<file path="src/verilog/control_pkg.sv">
package control_pkg;

	typedef enum logic [4:0] {
		S_RESET, S_FETCH, S_FETCH2, S_EVAL,
		S_ARG, S_ARG2,
		S_ALU, S_ALU2, S_ALU3, S_ALU4,
		S_MDR2RA, S_LDIU, S_BRANCH,
		S_LOAD, S_LOAD2, S_LOAD3,
		S_LOADD, S_LOADD2, S_LOADD3,
		S_STORE, S_STORE2, S_STORE3,
		S_STORED, S_STORED2, S_STORE4, S_STORE5,
		S_TERM, S_HALT
	} state_t;

	typedef enum logic [3:0] {
		T_INH    = 4'h0,
		T_ALU    = 4'h6,
		T_LDI    = 4'h8,
		T_LOAD   = 4'h9,
		T_STORE  = 4'ha,
		T_BRANCH = 4'hb
	} insn_class_t;

	typedef struct packed {
		logic [3:0]  cls;
		logic [3:0]  op;
		logic [3:0]  ra;
		logic [3:0]  rb;
		logic [3:0]  rc;
		logic [10:0] rsvd;
		logic        size; // argument word follows
	} insn_reg_t;

	typedef struct packed {
		logic [3:0]  cls;
		logic [3:0]  op;
		logic [3:0]  ra;
		logic [3:0]  rb;
		logic [14:0] uval; // also the signed offset
		logic        size;
	} insn_imm_t;

	typedef union packed {
		insn_reg_t r;
		insn_imm_t i;
	} insn_u;

	typedef struct packed {
		insn_class_t cls;
		logic [3:0]  op;
		logic [3:0]  ra;
		logic [3:0]  rb;
		logic [3:0]  rc;
		logic        has_arg;
		logic        illegal;
	} decoded_t;

	typedef struct packed {
		logic ltu;
		logic lt;
		logic eq;
	} ccr_flags_t;

	typedef enum logic [2:0] {
		ALU_ADD, ALU_SUB, ALU_AND, ALU_OR,
		ALU_XOR, ALU_LSHIFT, ALU_RSHIFTA, ALU_RSHIFTL
	} alufunc_t;

	typedef enum logic [1:0] {ALU_B, ALU_4, ALU_SVAL} alu_in_t;
	typedef enum logic [1:0] {REG_ALU, REG_MDR, REG_UVAL, REG_B} reg_in_t;
	typedef enum logic [2:0] {MDR_MDR, MDR_IBUS, MDR_DBUS, MDR_ALU, MDR_A} mdr_in_t;
	typedef enum logic [1:0] {MAR_MAR, MAR_IBUS, MAR_ALU, MAR_DBUS} mar_t;
	typedef enum logic [1:0] {PC_PC, PC_NEXT, PC_REL, PC_MAR} pc_t;
	typedef enum logic [1:0] {ADDR_PC, ADDR_MAR} addr_t;
	typedef enum logic [1:0] {CCR_CCR, CCR_ALU} ccr_t;

	typedef struct packed {
		logic       ir_write;
		ccr_t       ccrsel;
		alufunc_t   alu_func;
		alu_in_t    alu2sel;
		reg_in_t    regsel;
		logic [3:0] reg_read_addr1;
		logic [3:0] reg_read_addr2;
		logic [3:0] reg_write_addr;
		logic [1:0] reg_write;
		logic       a_write;
		logic       b_write;
		mdr_in_t    mdrsel;
		mar_t       marsel;
		pc_t        pcsel;
		addr_t      addrsel;
	} datapath_ctl_t;

	typedef struct packed {
		logic ins_start;
		logic dat_start;
		logic dat_write;
	} bus_req_t;

	typedef struct packed {
		logic ins_done;
		logic dat_done;
	} bus_done_t;

	typedef struct packed {
		logic       cyc;
		logic       stb;
		logic       write;
		logic [3:0] byteenable;
	} dat_bus_t;

	typedef struct packed {
		logic cyc;
		logic stb;
	} ins_bus_t;

	localparam logic [1:0] REG_WRITE_NONE = 2'b00;
	localparam logic [1:0] REG_WRITE_DW   = 2'b11; // full word
	localparam logic [3:0] BE_WORD        = 4'b1111;
	localparam logic [1:0] OP_HALF        = 2'd1;
	localparam logic [1:0] OP_BYTE        = 2'd2;
	localparam logic [3:0] INH_NOP        = 4'h0;
	localparam logic [3:0] INH_HALT       = 4'h4;

	localparam logic [3:0] BR_BRA  = 4'd0;
	localparam logic [3:0] BR_BEQ  = 4'd1;
	localparam logic [3:0] BR_BNE  = 4'd2;
	localparam logic [3:0] BR_BGTU = 4'd3;
	localparam logic [3:0] BR_BGT  = 4'd4;
	localparam logic [3:0] BR_BGE  = 4'd5;
	localparam logic [3:0] BR_BLE  = 4'd6;
	localparam logic [3:0] BR_BLT  = 4'd7;
	localparam logic [3:0] BR_BGEU = 4'd8;
	localparam logic [3:0] BR_BLTU = 4'd9;
	localparam logic [3:0] BR_BLEU = 4'd10;

endpackage

</file>
<file path="src/verilog/insn_decoder.sv">
`timescale 1ns/1ps

module insn_decoder (
	input  control_pkg::insn_u    ir,
	output control_pkg::decoded_t dec
);
	import control_pkg::*;

	always_comb
	begin
		dec.cls     = insn_class_t'(ir.r.cls);
		dec.op      = ir.r.op;
		dec.ra      = ir.r.ra;
		dec.rb      = ir.r.rb;
		dec.rc      = ir.r.rc;
		dec.has_arg = ir.r.size;

		case (ir.r.cls)
			T_INH:
				dec.illegal = !(ir.r.op inside {INH_NOP, INH_HALT});
			T_LDI, T_LOAD, T_STORE:
				dec.illegal = 1'b0; // short or long form
			T_ALU, T_BRANCH:
				dec.illegal = ir.r.size; // no argument word here
			default:
				dec.illegal = 1'b1;
		endcase
	end

endmodule

</file>
<file path="src/verilog/branch_resolver.sv">
`timescale 1ns/1ps

module branch_resolver (
	input  control_pkg::decoded_t   dec,
	input  control_pkg::ccr_flags_t ccr,
	output logic                    taken
);
	import control_pkg::*;

	always_comb
	begin
		case (dec.op)
			BR_BRA:  taken = 1'b1;
			BR_BEQ:  taken = ccr.eq;
			BR_BNE:  taken = !ccr.eq;
			BR_BGTU: taken = !(ccr.ltu | ccr.eq);
			BR_BGT:  taken = !(ccr.lt | ccr.eq);
			BR_BGE:  taken = !ccr.lt;
			BR_BLE:  taken = ccr.lt | ccr.eq;
			BR_BLT:  taken = ccr.lt;
			BR_BGEU: taken = !ccr.ltu;
			BR_BLTU: taken = ccr.ltu;
			BR_BLEU: taken = ccr.ltu | ccr.eq;
			default: taken = 1'b0; // brn
		endcase
	end

endmodule

</file>
<file path="src/verilog/bus_sequencer.sv">
`timescale 1ns/1ps

module bus_sequencer (
	input  logic                   clk_i,
	input  logic                   rst_i,
	input  control_pkg::bus_req_t  req,
	input  control_pkg::decoded_t  dec,
	input  logic [1:0]             datbus_align,
	input  logic                   datbus_ack,
	input  logic                   insbus_ack,
	output control_pkg::dat_bus_t  datbus,
	output control_pkg::ins_bus_t  insbus,
	output control_pkg::bus_done_t done
);
	import control_pkg::*;

	logic [3:0] lanes;

	// lane 3 is the lowest address
	always_comb
	begin
		case (dec.op[1:0])
			OP_HALF: lanes = datbus_align[1] ? 4'b0011 : 4'b1100;
			OP_BYTE: lanes = 4'b1000 >> datbus_align;
			default: lanes = BE_WORD;
		endcase
	end

	assign done = '{
		ins_done: insbus.cyc & insbus_ack,
		dat_done: datbus.cyc & datbus_ack
	};

	always_ff @(posedge clk_i or posedge rst_i)
	begin
		if (rst_i)
		begin
			insbus.cyc <= 1'b0;
			insbus.stb <= 1'b0;
		end
		else if (req.ins_start)
		begin
			insbus.cyc <= 1'b1;
			insbus.stb <= 1'b1;
		end
		else
		begin
			insbus.stb <= 1'b0; // single strobe cycle
			if (done.ins_done)
				insbus.cyc <= 1'b0;
		end
	end

	always_ff @(posedge clk_i or posedge rst_i)
	begin
		if (rst_i)
		begin
			datbus.cyc        <= 1'b0;
			datbus.stb        <= 1'b0;
			datbus.write      <= 1'b0;
			datbus.byteenable <= BE_WORD;
		end
		else if (req.dat_start)
		begin
			datbus.cyc        <= 1'b1;
			datbus.stb        <= 1'b1;
			datbus.write      <= req.dat_write;
			datbus.byteenable <= lanes;
		end
		else
		begin
			datbus.stb <= 1'b0;
			if (done.dat_done)
			begin
				datbus.cyc   <= 1'b0;
				datbus.write <= 1'b0;
			end
		end
	end

endmodule

</file>
<file path="src/verilog/control_fsm.sv">
`timescale 1ns/1ps

module control_fsm (
	input  logic                       clk_i,
	input  logic                       rst_i,
	input  control_pkg::decoded_t      dec,
	input  control_pkg::insn_u         ir,
	input  logic                       taken,
	input  control_pkg::bus_done_t     done,
	output control_pkg::datapath_ctl_t ctl,
	output control_pkg::bus_req_t      req,
	output logic                       halt
);
	import control_pkg::*;

	state_t state;
	state_t state_next;

	assign halt = (state == S_HALT);

	always_ff @(posedge clk_i or posedge rst_i)
	begin
		if (rst_i)
			state <= S_RESET;
		else
			state <= state_next;
	end

	always_comb
	begin
		state_next         = state;
		req.ins_start      = 1'b0;
		req.dat_start      = 1'b0;
		req.dat_write      = 1'b0;
		ctl.ir_write       = 1'b0;
		ctl.ccrsel         = CCR_CCR;
		ctl.alu_func       = ALU_ADD;
		ctl.alu2sel        = ALU_B;
		ctl.regsel         = REG_ALU;
		ctl.reg_read_addr1 = dec.ra;
		ctl.reg_read_addr2 = dec.rb;
		ctl.reg_write_addr = dec.ra;
		ctl.reg_write      = REG_WRITE_NONE;
		ctl.a_write        = 1'b0;
		ctl.b_write        = 1'b0;
		ctl.mdrsel         = MDR_MDR;
		ctl.marsel         = MAR_MAR;
		ctl.pcsel          = PC_PC;
		ctl.addrsel        = ADDR_PC;

		case (state)
			S_RESET: state_next = S_FETCH;
			S_FETCH:
			begin
				req.ins_start = 1'b1;
				ctl.ir_write  = 1'b1;
				state_next    = S_FETCH2;
			end
			S_FETCH2:
			begin
				ctl.ir_write = 1'b1; // ir follows the bus
				if (done.ins_done)
				begin
					ctl.pcsel  = PC_NEXT;
					state_next = S_EVAL;
				end
			end
			S_EVAL:
			begin
				ctl.a_write = 1'b1; // preload rA and rB
				ctl.b_write = 1'b1;
				if (dec.illegal)
					state_next = S_HALT;
				else if (dec.has_arg)
					state_next = S_ARG;
				else
					case (dec.cls)
						T_INH:    state_next = (dec.op == INH_HALT) ? S_HALT : S_FETCH;
						T_ALU:    state_next = S_ALU;
						T_LDI:    state_next = S_LDIU;
						T_LOAD:   state_next = S_LOAD;
						T_STORE:  state_next = S_STORE;
						T_BRANCH: state_next = S_BRANCH;
						default:  state_next = S_HALT;
					endcase
			end
			S_ARG:
			begin
				req.ins_start = 1'b1;
				ctl.marsel    = MAR_IBUS;
				ctl.mdrsel    = MDR_IBUS;
				state_next    = S_ARG2;
			end
			S_ARG2:
			begin
				ctl.marsel = MAR_IBUS;
				ctl.mdrsel = MDR_IBUS;
				if (done.ins_done)
				begin
					ctl.pcsel = PC_NEXT;
					case (dec.cls)
						T_INH:   state_next = (dec.op == INH_HALT) ? S_HALT : S_FETCH;
						T_LDI:   state_next = S_MDR2RA;
						T_LOAD:  state_next = S_LOADD;
						T_STORE: state_next = S_STORED;
						default: state_next = S_HALT;
					endcase
				end
			end
			S_ALU:
			begin
				ctl.reg_read_addr1 = dec.rb;
				ctl.reg_read_addr2 = dec.rc;
				ctl.a_write        = 1'b1;
				ctl.b_write        = 1'b1;
				state_next         = dec.op[3] ? S_ALU3 : S_ALU2;
			end
			S_ALU2:
			begin
				ctl.alu_func = alufunc_t'(dec.op[2:0]);
				state_next   = S_ALU4;
			end
			S_ALU3:
			begin
				ctl.alu_func = alufunc_t'(dec.op[2:0]);
				ctl.alu2sel  = ALU_SVAL; // immediate operand
				state_next   = S_ALU4;
			end
			S_ALU4:
			begin
				ctl.mdrsel = MDR_ALU;
				state_next = S_MDR2RA;
			end
			S_MDR2RA:
			begin
				ctl.regsel    = REG_MDR;
				ctl.reg_write = REG_WRITE_DW;
				state_next    = S_FETCH;
			end
			S_LDIU:
			begin
				ctl.regsel    = REG_UVAL;
				ctl.reg_write = REG_WRITE_DW;
				state_next    = S_FETCH;
			end
			S_BRANCH:
			begin
				if (taken)
					ctl.pcsel = PC_REL;
				state_next = S_FETCH;
			end
			S_LOAD:
			begin
				ctl.reg_read_addr1 = ir.i.rb; // base register
				ctl.a_write        = 1'b1;
				state_next         = S_LOAD2;
			end
			S_LOAD2:
			begin
				ctl.alu2sel = ALU_SVAL;
				state_next  = S_LOAD3;
			end
			S_LOAD3:
			begin
				ctl.marsel = MAR_ALU;
				state_next = S_LOADD2;
			end
			S_LOADD: state_next = S_LOADD2; // MAR came from the argument word
			S_LOADD2:
			begin
				ctl.addrsel   = ADDR_MAR;
				ctl.mdrsel    = MDR_DBUS;
				req.dat_start = 1'b1;
				state_next    = S_LOADD3;
			end
			S_LOADD3:
			begin
				ctl.addrsel = ADDR_MAR;
				ctl.mdrsel  = MDR_DBUS;
				if (done.dat_done)
					state_next = S_MDR2RA;
			end
			S_STORE:
			begin
				ctl.reg_read_addr1 = ir.i.rb;
				ctl.a_write        = 1'b1;
				state_next         = S_STORE2;
			end
			S_STORE2:
			begin
				ctl.alu2sel = ALU_SVAL;
				ctl.a_write = 1'b1; // A <= rA after the sum
				state_next  = S_STORE3;
			end
			S_STORE3:
			begin
				ctl.marsel = MAR_ALU;
				ctl.mdrsel = MDR_A;
				state_next = S_STORE4;
			end
			S_STORED:
			begin
				ctl.a_write = 1'b1;
				state_next  = S_STORED2;
			end
			S_STORED2:
			begin
				ctl.mdrsel = MDR_A;
				state_next = S_STORE4;
			end
			S_STORE4:
			begin
				ctl.addrsel   = ADDR_MAR;
				req.dat_start = 1'b1;
				req.dat_write = 1'b1;
				state_next    = S_STORE5;
			end
			S_STORE5:
			begin
				ctl.addrsel = ADDR_MAR;
				if (done.dat_done)
					state_next = S_TERM;
			end
			S_TERM: state_next = S_FETCH;
			S_HALT: state_next = S_HALT;
			default: state_next = S_HALT;
		endcase
	end

endmodule

</file>
<file path="src/verilog/control_unit.sv">
`timescale 1ns/1ps

module control_unit (
	input  logic                       clk_i,
	input  logic                       rst_i,
	input  control_pkg::insn_u         ir,
	input  control_pkg::ccr_flags_t    ccr,
	input  logic                       datbus_ack,
	input  logic [1:0]                 datbus_align,
	input  logic                       insbus_ack,
	output control_pkg::datapath_ctl_t ctl,
	output control_pkg::dat_bus_t      datbus,
	output control_pkg::ins_bus_t      insbus,
	output logic                       halt
);
	import control_pkg::*;

	decoded_t  dec;
	logic      taken;
	bus_req_t  req;
	bus_done_t done;

	insn_decoder u_decoder (
		.ir  (ir),
		.dec (dec)
	);

	branch_resolver u_branch (
		.dec   (dec),
		.ccr   (ccr),
		.taken (taken)
	);

	bus_sequencer u_bus (
		.clk_i        (clk_i),
		.rst_i        (rst_i),
		.req          (req),
		.dec          (dec),
		.datbus_align (datbus_align),
		.datbus_ack   (datbus_ack),
		.insbus_ack   (insbus_ack),
		.datbus       (datbus),
		.insbus       (insbus),
		.done         (done)
	);

	control_fsm u_fsm (
		.clk_i (clk_i),
		.rst_i (rst_i),
		.dec   (dec),
		.ir    (ir),
		.taken (taken),
		.done  (done),
		.ctl   (ctl),
		.req   (req),
		.halt  (halt)
	);

endmodule

</file>
<file path="config.mk">
export PLATFORM = sky130hd
export DESIGN_NAME = control_unit
export DESIGN_NICKNAME = d
export VERILOG_FILES = /design/src/verilog/control_pkg.sv /design/src/verilog/insn_decoder.sv /design/src/verilog/branch_resolver.sv /design/src/verilog/bus_sequencer.sv /design/src/verilog/control_fsm.sv /design/src/verilog/control_unit.sv
export SDC_FILE = /design/constraint.sdc
export NUM_CORES = 1
export LEC_CHECK = 0
export BUFFER_PORTS_ARGS = -buffer_cell sky130_fd_sc_hd__buf_2
export CORE_MARGIN = 4
export CORE_UTILIZATION = 47
export DETAILED_ROUTE_END_ITERATION = 12
export GPL_ROUTABILITY_DRIVEN = 0
export PLACE_DENSITY_LB_ADDON = 0.25
export SYNTH_ARGS = -nofsm -noshare
export SYNTH_HDL_FRONTEND = slang
export SYNTH_SLANG_ARGS = --single-unit
</file>
<file path="constraint.sdc">
create_clock -name clk_i -period 2.6 [get_ports clk_i]
set_clock_uncertainty 0.05 [all_clocks]
set_input_delay 0.78 -clock clk_i [delete_from_list [all_inputs] [get_ports clk_i]]
set_output_delay 0.78 -clock clk_i [all_outputs]
set_load 0.005 [all_outputs]
</file>
==> impl_summary.txt, run 1 <==
----------------------------------------------------
[Floorplan]
  Die Area ... 0.00489 mm²
  Top-Level Pins ... 86
  Placeable core region ... 0.00369 mm²
  Width of the die ... 69.9 µm
  Initial standard-cell utilization of the core ... 48.8%
  Die Height ... 69.9 µm
  Site row count ... 22

[Detailed routing]
  Average via count per standard cell ... 5.60
  Number of antenna-violating nets in the routed design ... 0
  Count of TritonRoute iterations in the first routing pass ... 4
  Aggregate routed wire length ... 5.41 mm
  Routed wirelength normalized by instance count ... 14.2 µm
  Count of vias placed by the detailed router ... 2132
  DRC violation count after routing ... 0
  DR iter-0 viols ... 138

[Worst setup path]
  Worst EP required ... 1.77 ns
  Arrival time at the worst endpoint ... 2.02 ns
  R2R setup slack ... 0.53 ns
  Critical path capture point type ... output pin
  Delay of the slowest cell on the worst path ... 0.26 ns
  Worst r2r dst ... u_fsm.state[3]
  Critical path class ... input pin to output pin
  Worst setup path end ... ctl[3]
  Worst-case reg-to-reg path depth ... 5
  RR Startpoint ... u_fsm.state[1]
  Peak fanout along the critical path ... 3
  Slowest stage cell on the critical path ... sky130_fd_sc_hd__a221oi_2
  Startpoint type of the worst setup path ... input pin
  Setup crit start ... ir[25]
  Cell chain of the critical path ... buf_8 > inv_6 > ha_4 > nand3b_1 > nor2_2 > a2bb2oi_2 > o21ai_1 > a221oi_2 > buf_2

[Global route]
  Wire length of the first global-routing pass ... 8.79 mm
  Number of antenna violations at the first check in global routing ... 0
  Leftover overflow at the end of global routing ... 0
  Maximum number of pins on one net before global-route repair ... 24
  Total GRT Usage ... 21.3%
  Via count of the first global-routing pass ... 1983

[Yosys]
  Compound-cell area share of the yosys netlist ... 29.7%
  Dominant combinational cell family by area after synthesis ... compound AO/OA/AOI/OAI gates
  XOR/XNOR share of the synthesized area ... 2.43%
  Number of warnings printed during yosys synthesis ... 0
  Share of synthesized area occupied by flip-flops and latches ... 19.7%
  Fraction of post-synthesis cell area in the top cell type by area ... 13.9%
  Synth area leader ... sky130_fd_sc_hd__dfrtp_1
  Number of flops mapped to enable cells by yosys ... 0
  Synth unique cells ... 55
  Most frequent cells after synthesis ... sky130_fd_sc_hd__nor2_1, sky130_fd_sc_hd__o21ai_0, sky130_fd_sc_hd__nand2_1
  Cells after Synth ... 251
  Simple-gate portion of the synthesized area ... 27.2%
  Biggest area contributors in the synthesized netlist ... sky130_fd_sc_hd__dfrtp_1, sky130_fd_sc_hd__o21ai_0, sky130_fd_sc_hd__mux2_2, sky130_fd_sc_hd__dfstp_2, sky130_fd_sc_hd__nor2_1
  Most frequently used flop master after synthesis ... sky130_fd_sc_hd__dfrtp_1
  Synthesis-stage register bit count ... 14
  Adder-cell share of the synthesized area ... 2.78%
  Per-instance average area after synthesis ... 7.17 µm²
  Library cell with the highest instance count after synthesis ... sky130_fd_sc_hd__nor2_1
  Async S/R FF share, synth ... 100%
  Synthesized area ... 0.00180 mm²
  Fraction of synthesized area in multiplexers ... 7.37%

[Clocking]
  Num CTS Buffers ... 3
  Clock transition at the registers of the reported paths ... 0.06 ns
  Sink count of the clock tree ... 14
  Hold-fix buffers at CTS ... 0
  Largest buffer count on any clock path ... 2
  CTS H-Tree Depth ... 1
  TritonCTS clock tree ... done
  Root Buffer Master ... sky130_fd_sc_hd__clkbuf_8
  Clock network latency to the later pin of the worst-skew pair ... 0.25 ns

[Final layout]
  Fraction of layout cells with a size suffix above 1 ... 45.9%
  Post-layout net count ... 379
  Number of antenna cells inserted ... 0
  Fillers ... 332
  Post-layout utilization of the core ... 69.0%
  Non-Filler Cell Area, Final ... 0.00255 mm²
  Area grow syn2layout ... 41.4%

[Pwr]
  Clk pwr share ... 33.9%
  Int Power ... 0.000408 W
  Max VDD drop ... 233 µV
  Register share of total power ... 40.2%
  Comb pwr share ... 25.8%
  Cell area power density ... 220 mW/mm²
  Sw frac ... 27.2%
  Cell leakage power ... 1.18 nW
  Switching power of the nets ... 0.000152 W

[Job]
  Max Cap Violations ... 0

[Outcome]
  Result of the run ... finished, violations left
  Failing checks ... negative setup slack

[STA]
  Final-report hold violation count ... 0
  Worst hold margin ... 0.484 ns
  Timing-limited maximum frequency ... 0.351 GHz
  Final setup viols ... 1
  Shortest clock period the worst path allows after layout ... 2.85 ns
  Period utilisation layout ... 110%
  Setup repair after global routing missed its margin ... yes
  Minimum setup slack in the final design ... -0.249 ns
  Max transition margin ... 64.4%
  Slew of the pin with the lowest slew margin ... 0.534 ns
  Count of final max-slew check failures ... 0

[Placed design]
  Quantity of I/O buffers inserted on ports ... 70
  Instance area after placement ... 0.00226 mm²
  Setup Slack @ Placement ... -0.327 ns
  Placed wire-length estimate ... 4.01 mm

[Min path]
  Hold WC Path Type ... flop to flop

----------------------------------------------------
-- cell type report --
type                       count  area, µm²  area share, %
sequential                    14        360           14.2
timing repair buffer         103        629           24.7
multi-input combinational    199       1390           54.6
clock buffer                   4       45.0           1.77
tap                           48       60.1           2.36
inverter                      13       61.3           2.41
-- worst max-delay path: cells and delay by family --
| kind | cells | cell delay, ns |
|---|---|---|
| AO/OA/AOI/OAI | 3 | 0.47 |
| buffers and inverters | 3 | 0.32 |
| AND/OR/NAND/NOR | 2 | 0.31 |
| adder cells (fa/ha/maj) | 1 | 0.14 |
-- through the flow --
stage	TNS, ns	power (W)	std cells
after detailed placement	-0.327	0.000353	368
after global placement	-0.310	0.000350	368
final	-0.249	0.000560	381
after floorplan	0	0.000300	254
after CTS	-0.268	0.000559	380
after global routing	-0.350	0.000592	381
-- state kept, by name, summed over array words and instances, names as in the netlist --
name	cells
u_bus.datbus	7
u_fsm.state	5
u_bus.insbus	2
-- timing repair --
action                     CTS  global route
resized for setup           22            26
gates cloned                 0             0
setup endpoints to repair    7            20
setup buffers                8             4
pin swaps                    7            10
-- power groups by stage --
stage	combinational (W)	sequential, W	clock [W]
finish	0.000145	0.000225	0.000190
global route	0.000160	0.000225	0.000206
CTS	0.000140	0.000225	0.000193
detailed placement	0.000124	0.000229	0
global placement	0.000121	0.000229	0
floorplan	0.0000701	0.000230	0
-- cells in the final DEF (no fill, tap or decap), drive strengths merged, types with 5 or more instances in the layout --
master,n
a21oi,10
o21ai,24
a32oi,5
nor3,9
inv,12
o211ai,5
buf,103
nor2,25
a211oi,7
nand2,20
mux2,10
dfrtp,10
a31oi,6
nand2b,7
nor2b,9
-- logic make-up after synthesis --
family,after synthesis
xor gates and xnor gates,5
other,1
buffers and inverters,41
and+or+nand+nor,94
DFF,14
muxes,12
adders and majority gates,4
AOI/OAI and AO/OA,80
-- metal layers --
layer | wire length, µm | track usage [%] | share of wire (%)
met1 | 2390 | 27.4 | 44
met2 | 2670 | 36.5 | 49
met3 | 262 | 2.59 | 4.8
met4 | 94 | 7.45 | 1.7
met5 | 0 | 0 | 0
-- worst min path at each step --
stage               cells after the start  slack, ns         endpoint       startpoint
finish                                  2       0.48  u_bus.datbus[3]  u_bus.datbus[3]
global route                            2       0.51  u_bus.datbus[3]  u_bus.datbus[3]
CTS                                     1       0.49  u_bus.insbus[1]  u_bus.insbus[1]
global placement                        1       0.44  u_bus.insbus[1]  u_bus.insbus[1]
floorplan                               1       0.45  u_bus.insbus[1]  u_bus.insbus[1]
detailed placement                      1       0.47  u_bus.insbus[1]  u_bus.insbus[1]
Note: power is estimated with default switching activity, not from simulation.
==> inputs of run 2 (changes only) <==
==> constraint.sdc (replaced) <==
create_clock -name clk_i -period 3.2 [get_ports clk_i]
set_clock_uncertainty 0.05 [all_clocks]
set_input_delay 0.96 -clock clk_i [delete_from_list [all_inputs] [get_ports clk_i]]
set_output_delay 0.96 -clock clk_i [all_outputs]
set_load 0.005 [all_outputs]
==> run 2 against run 1 <==
Against the previous run:
- the run still ends with negative setup slack left
- sequential power fell by 18%
- die area is the same
- design area down 4.7%
- via count is 2.0% higher
==> impl_summary.txt, run 2 (synthesis results as in run 1) <==
----------------------------------------------------
[Outcome]
  Failing checks ... negative setup slack
  Result of the run ... finished, violations left

[Floorplan]
  Top-Level Pins ... 86
  Initial standard-cell utilization of the core ... 48.8%
  Width of the die ... 69.9 µm
  Die Area ... 0.00489 mm²
  Die Height ... 69.9 µm
  Site row count ... 22
  Placeable core region ... 0.00369 mm²

[STA]
  Final setup viols ... 1
  Timing-limited maximum frequency ... 0.311 GHz
  Slew of the pin with the lowest slew margin ... 0.513 ns
  Setup repair after global routing missed its margin ... yes
  Final-report hold violation count ... 0
  Period utilisation layout ... 100%
  Count of final max-slew check failures ... 0
  Max transition margin ... 65.8%
  Shortest clock period the worst path allows after layout ... 3.21 ns
  Minimum setup slack in the final design ... -0.0117 ns

[Job]
  Max Cap Violations ... 0

[Min path]
  Destination of the worst hold path ... u_bus.insbus[1]
  Hold WC Path Type ... flop to flop
  Worst Hold Path Cells ... 1
  Source of the worst hold timing path ... u_bus.insbus[1]

[Final layout]
  Post-layout net count ... 374
  Post-layout utilization of the core ... 65.8%
  Number of flip-flops under the largest register name ... 7
  FF+latch area ... 357 µm²
  Biggest registers after layout ... u_bus.datbus: 7 flops, u_fsm.state: 5 flops, u_bus.insbus: 2 flops
  Most common cell after layout, fill and taps aside ... sky130_fd_sc_hd__buf_2
  Area grow syn2layout ... 34.7%
  Footprint of the multi-input gates ... 0.00132 mm²
  Number of antenna cells inserted ... 0
  Most frequent cells in the layout ... sky130_fd_sc_hd__buf_2, sky130_fd_sc_hd__buf_4, sky130_fd_sc_hd__nor2_1
  Largest Register ... u_bus.datbus
  Non-Filler Cell Area, Final ... 0.00243 mm²
  Fraction of layout cells with a size suffix above 1 ... 39.6%
  Layout Cells excl Fill ... 376
  Fillers ... 326

[Worst setup path]
  Delay of the slowest cell on the worst path ... 0.30 ns
  Worst-case reg-to-reg path depth ... 4
  Peak fanout along the critical path ... 4
  Slowest stage cell on the critical path ... sky130_fd_sc_hd__a221oi_1
  Setup crit start ... ir[25]
  RR Startpoint ... u_fsm.state[4]
  Worst r2r dst ... u_fsm.state[3]
  Startpoint type of the worst setup path ... input pin
  R2R setup slack ... 0.93 ns
  Critical path class ... input pin to output pin
  Cell chain of the critical path ... buf_8 > inv_8 > ha_4 > nand3b_1 > nor2_1 > a2bb2oi_1 > o21ai_1 > a221oi_1 > buf_2
  Worst EP required ... 2.19 ns
  Arrival time at the worst endpoint ... 2.20 ns
  Critical path capture point type ... output pin

[Global route]
  Total GRT Usage ... 20.4%
  Wire length of the first global-routing pass ... 8.49 mm
  Via count of the first global-routing pass ... 1883
  Leftover overflow at the end of global routing ... 0
  Number of antenna violations at the first check in global routing ... 0
  Maximum number of pins on one net before global-route repair ... 24

[Clocking]
  Num CTS Buffers ... 3
  Clock transition at the registers of the reported paths ... 0.06 ns
  Clock network latency to the later pin of the worst-skew pair ... 0.25 ns
  Root Buffer Master ... sky130_fd_sc_hd__clkbuf_8
  TritonCTS clock tree ... done
  Largest buffer count on any clock path ... 2
  CTS H-Tree Depth ... 1
  Sink count of the clock tree ... 14

[Pwr]
  Max VDD drop ... 144 µV
  Cell area power density ... 194 mW/mm²
  Cell leakage power ... 1.13 nW

[Detailed routing]
  DR iter-0 viols ... 171
  DRC violation count after routing ... 0
  Count of TritonRoute iterations in the first routing pass ... 5
  Count of vias placed by the detailed router ... 2175
  Routed wirelength normalized by instance count ... 13.7 µm
  Aggregate routed wire length ... 5.16 mm
  Number of antenna-violating nets in the routed design ... 0
  Average via count per standard cell ... 5.78

[Placed design]
  Instance area after placement ... 0.00223 mm²
  Placed wire-length estimate ... 3.85 mm
  Quantity of I/O buffers inserted on ports ... 70
  Placed instance count ... 364

----------------------------------------------------
[run 2: critical path: cells and delay by family]
family,cells,cell delay [ns]
compound gates,3,0.53
fa+ha+maj,1,0.15
buf+inv,3,0.32
simple gates,2,0.23
[run 2: per-stage QoR]
step                      total power [W]  setup TNS, ns  setup slack [ns]  hold slack [ns]
after floorplan                  0.000243              0             0.199            0.449
after CTS                        0.000469              0           0.00319            0.458
after global placement           0.000282         -0.127            -0.127            0.432
after global routing             0.000494         -0.101           -0.0903            0.480
final                            0.000469        -0.0117           -0.0117            0.457
after detailed placement         0.000284         -0.125            -0.125            0.446
[run 2: routing by layer]
metal  part of all wire, %  global-route usage [%]  wire (µm)
met4                   1.0                    4.47         53
met1                    42                    28.0       2190
met3                    10                    3.88        520
met5                     0                       0          0
met2                    46                    33.1       2390
[run 2: layout make-up]
cell class	instances	share of cell area (%)
clock buffers	4	2.27
inverters	13	2.53
multi-input cells	199	54.3
flip-flops and latches	14	14.7
well taps	48	2.48
repair buffers	98	23.8
[run 2: report_power, final]
group / total, W / internal (W) / switching (W)
clock: 0.000173 / 0.000109 / 0.0000636
combinational: 0.000113 / 0.0000584 / 0.0000548
sequential: 0.000184 / 0.000182 / 0.00000139
[run 2: repair_timing]
item | CTS | global route
endpoints found under the setup margin | 1 | 12
buffers inserted | 8 | 0
resized for setup | 18 | 6
pin swaps | 7 | 7
hold buffers | 0 | 0
endpoints found under the hold margin | 0 | 0
[run 2: worst max path at each step]
stage / to / slack, ns / cells past startpoint
4_1_cts: ctl[3] / 0.003 / 9
6_report: ctl[3] / -0.01 / 9
5_1_grt: ctl[3] / -0.09 / 9
3_3_place_gp: ctl[3] / -0.13 / 9
3_5_place_dp: ctl[3] / -0.12 / 9
2_1_floorplan: ctl[3] / 0.20 / 7
==> inputs of run 3 (changes only) <==
--- a/config.mk
+++ b/config.mk
@@ -6,7 +6,7 @@
 export NUM_CORES = 1
 export LEC_CHECK = 0
 export BUFFER_PORTS_ARGS = -buffer_cell sky130_fd_sc_hd__buf_2
-export CORE_MARGIN = 4
+export CORE_MARGIN = 1
 export CORE_UTILIZATION = 47
 export DETAILED_ROUTE_END_ITERATION = 12
 export GPL_ROUTABILITY_DRIVEN = 0
==> run 3 against run 2 <==
Against the previous run:
- design area fell by 0.36%
- combinational power barely moved
- setup slack improved by 0.025 ns
- flip-flop and latch count stayed put
- largest cell class unchanged
- hold slack gained 0.0089 ns
- critical endpoint unchanged
- the flow now finishes without violations
- cell count is 0.80% lower
- non-clock buffer count is 3 lower
- clock-buffer cell count is the same
- register-to-register slack about the same
- sequential power hardly changed
- critical path type unchanged
- global-route usage up 4.4 points
==> impl_summary.txt, run 3 (synthesis results as in run 1) <==
----------------------------------------------------
[Global route]
  Via count of the first global-routing pass ... 1838
  Wire length of the first global-routing pass ... 8.19 mm
  Maximum number of pins on one net before global-route repair ... 17
  Number of antenna violations at the first check in global routing ... 0
  Leftover overflow at the end of global routing ... 0
  Total GRT Usage ... 24.8%

[Final layout]
  FF+latch area ... 355 µm²
  Number of antenna cells inserted ... 0
  Largest Register ... u_bus.datbus
  Non-Filler Cell Area, Final ... 0.00242 mm²
  Post-layout net count ... 371
  Footprint of the multi-input gates ... 0.00133 mm²
  Layout Cells excl Fill ... 373
  Most frequent cells in the layout ... sky130_fd_sc_hd__buf_2, sky130_fd_sc_hd__nor2_1, sky130_fd_sc_hd__buf_4
  Fillers ... 328
  Biggest registers after layout ... u_bus.datbus: 7 flops, u_fsm.state: 5 flops, u_bus.insbus: 2 flops
  Fraction of layout cells with a size suffix above 1 ... 39.1%
  Area grow syn2layout ... 34.3%
  Post-layout utilization of the core ... 66.0%
  Most common cell after layout, fill and taps aside ... sky130_fd_sc_hd__buf_2
  Number of flip-flops under the largest register name ... 7

[Floorplan]
  Die Area ... 0.00408 mm²
  Initial standard-cell utilization of the core ... 49.2%
  Placeable core region ... 0.00366 mm²
  Site row count ... 22
  Die Height ... 63.9 µm
  Top-Level Pins ... 86
  Width of the die ... 63.9 µm

[STA]
  Max transition margin ... 66.3%
  Final setup viols ... 0
  Period utilisation layout ... 99.6%
  Slew of the pin with the lowest slew margin ... 0.504 ns
  Minimum setup slack in the final design ... 0.0133 ns
  Setup repair after global routing missed its margin ... yes
  Count of final max-slew check failures ... 0
  Shortest clock period the worst path allows after layout ... 3.19 ns
  Timing-limited maximum frequency ... 0.314 GHz
  Final-report hold violation count ... 0
  Final TNS setup ... 0 ns

[Detailed routing]
  Count of vias placed by the detailed router ... 2115
  Count of TritonRoute iterations in the first routing pass ... 4
  Number of antenna-violating nets in the routed design ... 0
  Aggregate routed wire length ... 4.94 mm
  DR iter-0 viols ... 169
  Routed wirelength normalized by instance count ... 13.2 µm
  Average via count per standard cell ... 5.67
  DRC violation count after routing ... 0

[Pwr]
  Cell area power density ... 195 mW/mm²
  Max VDD drop ... 136 µV
  Cell leakage power ... 1.13 nW

[Worst setup path]
  Worst EP required ... 2.19 ns
  Peak fanout along the critical path ... 3
  Arrival time at the worst endpoint ... 2.18 ns
  Startpoint type of the worst setup path ... input pin
  Setup crit start ... ir[24]
  Critical path class ... input pin to output pin
  Critical path capture point type ... output pin
  RR Startpoint ... u_fsm.state[4]
  Worst-case reg-to-reg path depth ... 4

[Clocking]
  Clock transition at the registers of the reported paths ... 0.06 ns
  Sink count of the clock tree ... 14
  Root Buffer Master ... sky130_fd_sc_hd__clkbuf_8
  CTS H-Tree Depth ... 1
  TritonCTS clock tree ... done
  Hold-fix buffers at CTS ... 0
  Largest buffer count on any clock path ... 2
  Clock network latency to the later pin of the worst-skew pair ... 0.25 ns
  Num CTS Buffers ... 3

[Job]
  Max Cap Violations ... 0

[Outcome]
  Result of the run ... completed

[Placed design]
  Instance area after placement ... 0.00224 mm²
  Placed instance count ... 366
  Placed wire-length estimate ... 3.72 mm
  Quantity of I/O buffers inserted on ports ... 70
  Setup Slack @ Placement ... -0.130 ns

[Min path]
  Worst Hold Path Cells ... 1
  Source of the worst hold timing path ... u_bus.insbus[1]
  Hold WC Path Type ... flop to flop

----------------------------------------------------
[run 3: timing repair]
action | 4_1_cts | 5_1_grt
setup buffers | 2 | 1
setup endpoints to repair | 1 | 1
gates resized for setup | 15 | 10
pin swaps | 5 | 5
[run 3: final timing paths]
check,to,slack (ns)
worst min register to register,u_bus.insbus[1],0.47
max in group asynchronous,u_bus.datbus[2],2.06
worst min-delay path,u_bus.insbus[1],0.47
min in group asynchronous,u_bus.datbus[4],0.68
worst max register to register,u_fsm.state[3],0.93
worst max-delay path,ctl[3],0.01
[run 3: stage by stage]
| stage | hold slack [ns] | total power [W] |
|---|---|---|
| global route | 0.505 | 0.000498 |
| detailed placement | 0.455 | 0.000284 |
| finish | 0.466 | 0.000472 |
| floorplan | 0.449 | 0.000243 |
| CTS | 0.470 | 0.000467 |
| global placement | 0.443 | 0.000282 |
[run 3: cell type report]
class | instances | area share (%)
multi-input cells | 199 | 54.9
repair buffers | 95 | 23.1
flip-flops and latches | 14 | 14.7
inverters | 13 | 2.54
well taps | 48 | 2.48
clock buffers | 4 | 2.28
[run 3: layer usage]
layer	track usage, %	up-vias	wire (µm)
met2	41.2	79	2370
met4	4.83	0	17
met3	4.64	2	327
li1	-	1050	-
met5	0	-	0
met1	33.3	984	2220
[run 3: power breakdown]
part	total (W)	switching (W)	internal [W]
Sequential	0.000183	0.00000124	0.000182
Clock	0.000174	0.0000649	0.000109
Combinational	0.000115	0.0000558	0.0000592
Total	0.000472	0.000122	0.000350
[run 3: critical path, cell delays in order]
cell,delay (ns)
sky130_fd_sc_hd__buf_8,0.11
sky130_fd_sc_hd__inv_8,0.06
sky130_fd_sc_hd__ha_4,0.14
sky130_fd_sc_hd__nand3b_1,0.12
sky130_fd_sc_hd__nor2_1,0.11
sky130_fd_sc_hd__a2bb2oi_1,0.16
sky130_fd_sc_hd__o21ai_1,0.10
sky130_fd_sc_hd__a221oi_2,0.28
sky130_fd_sc_hd__buf_2,0.15
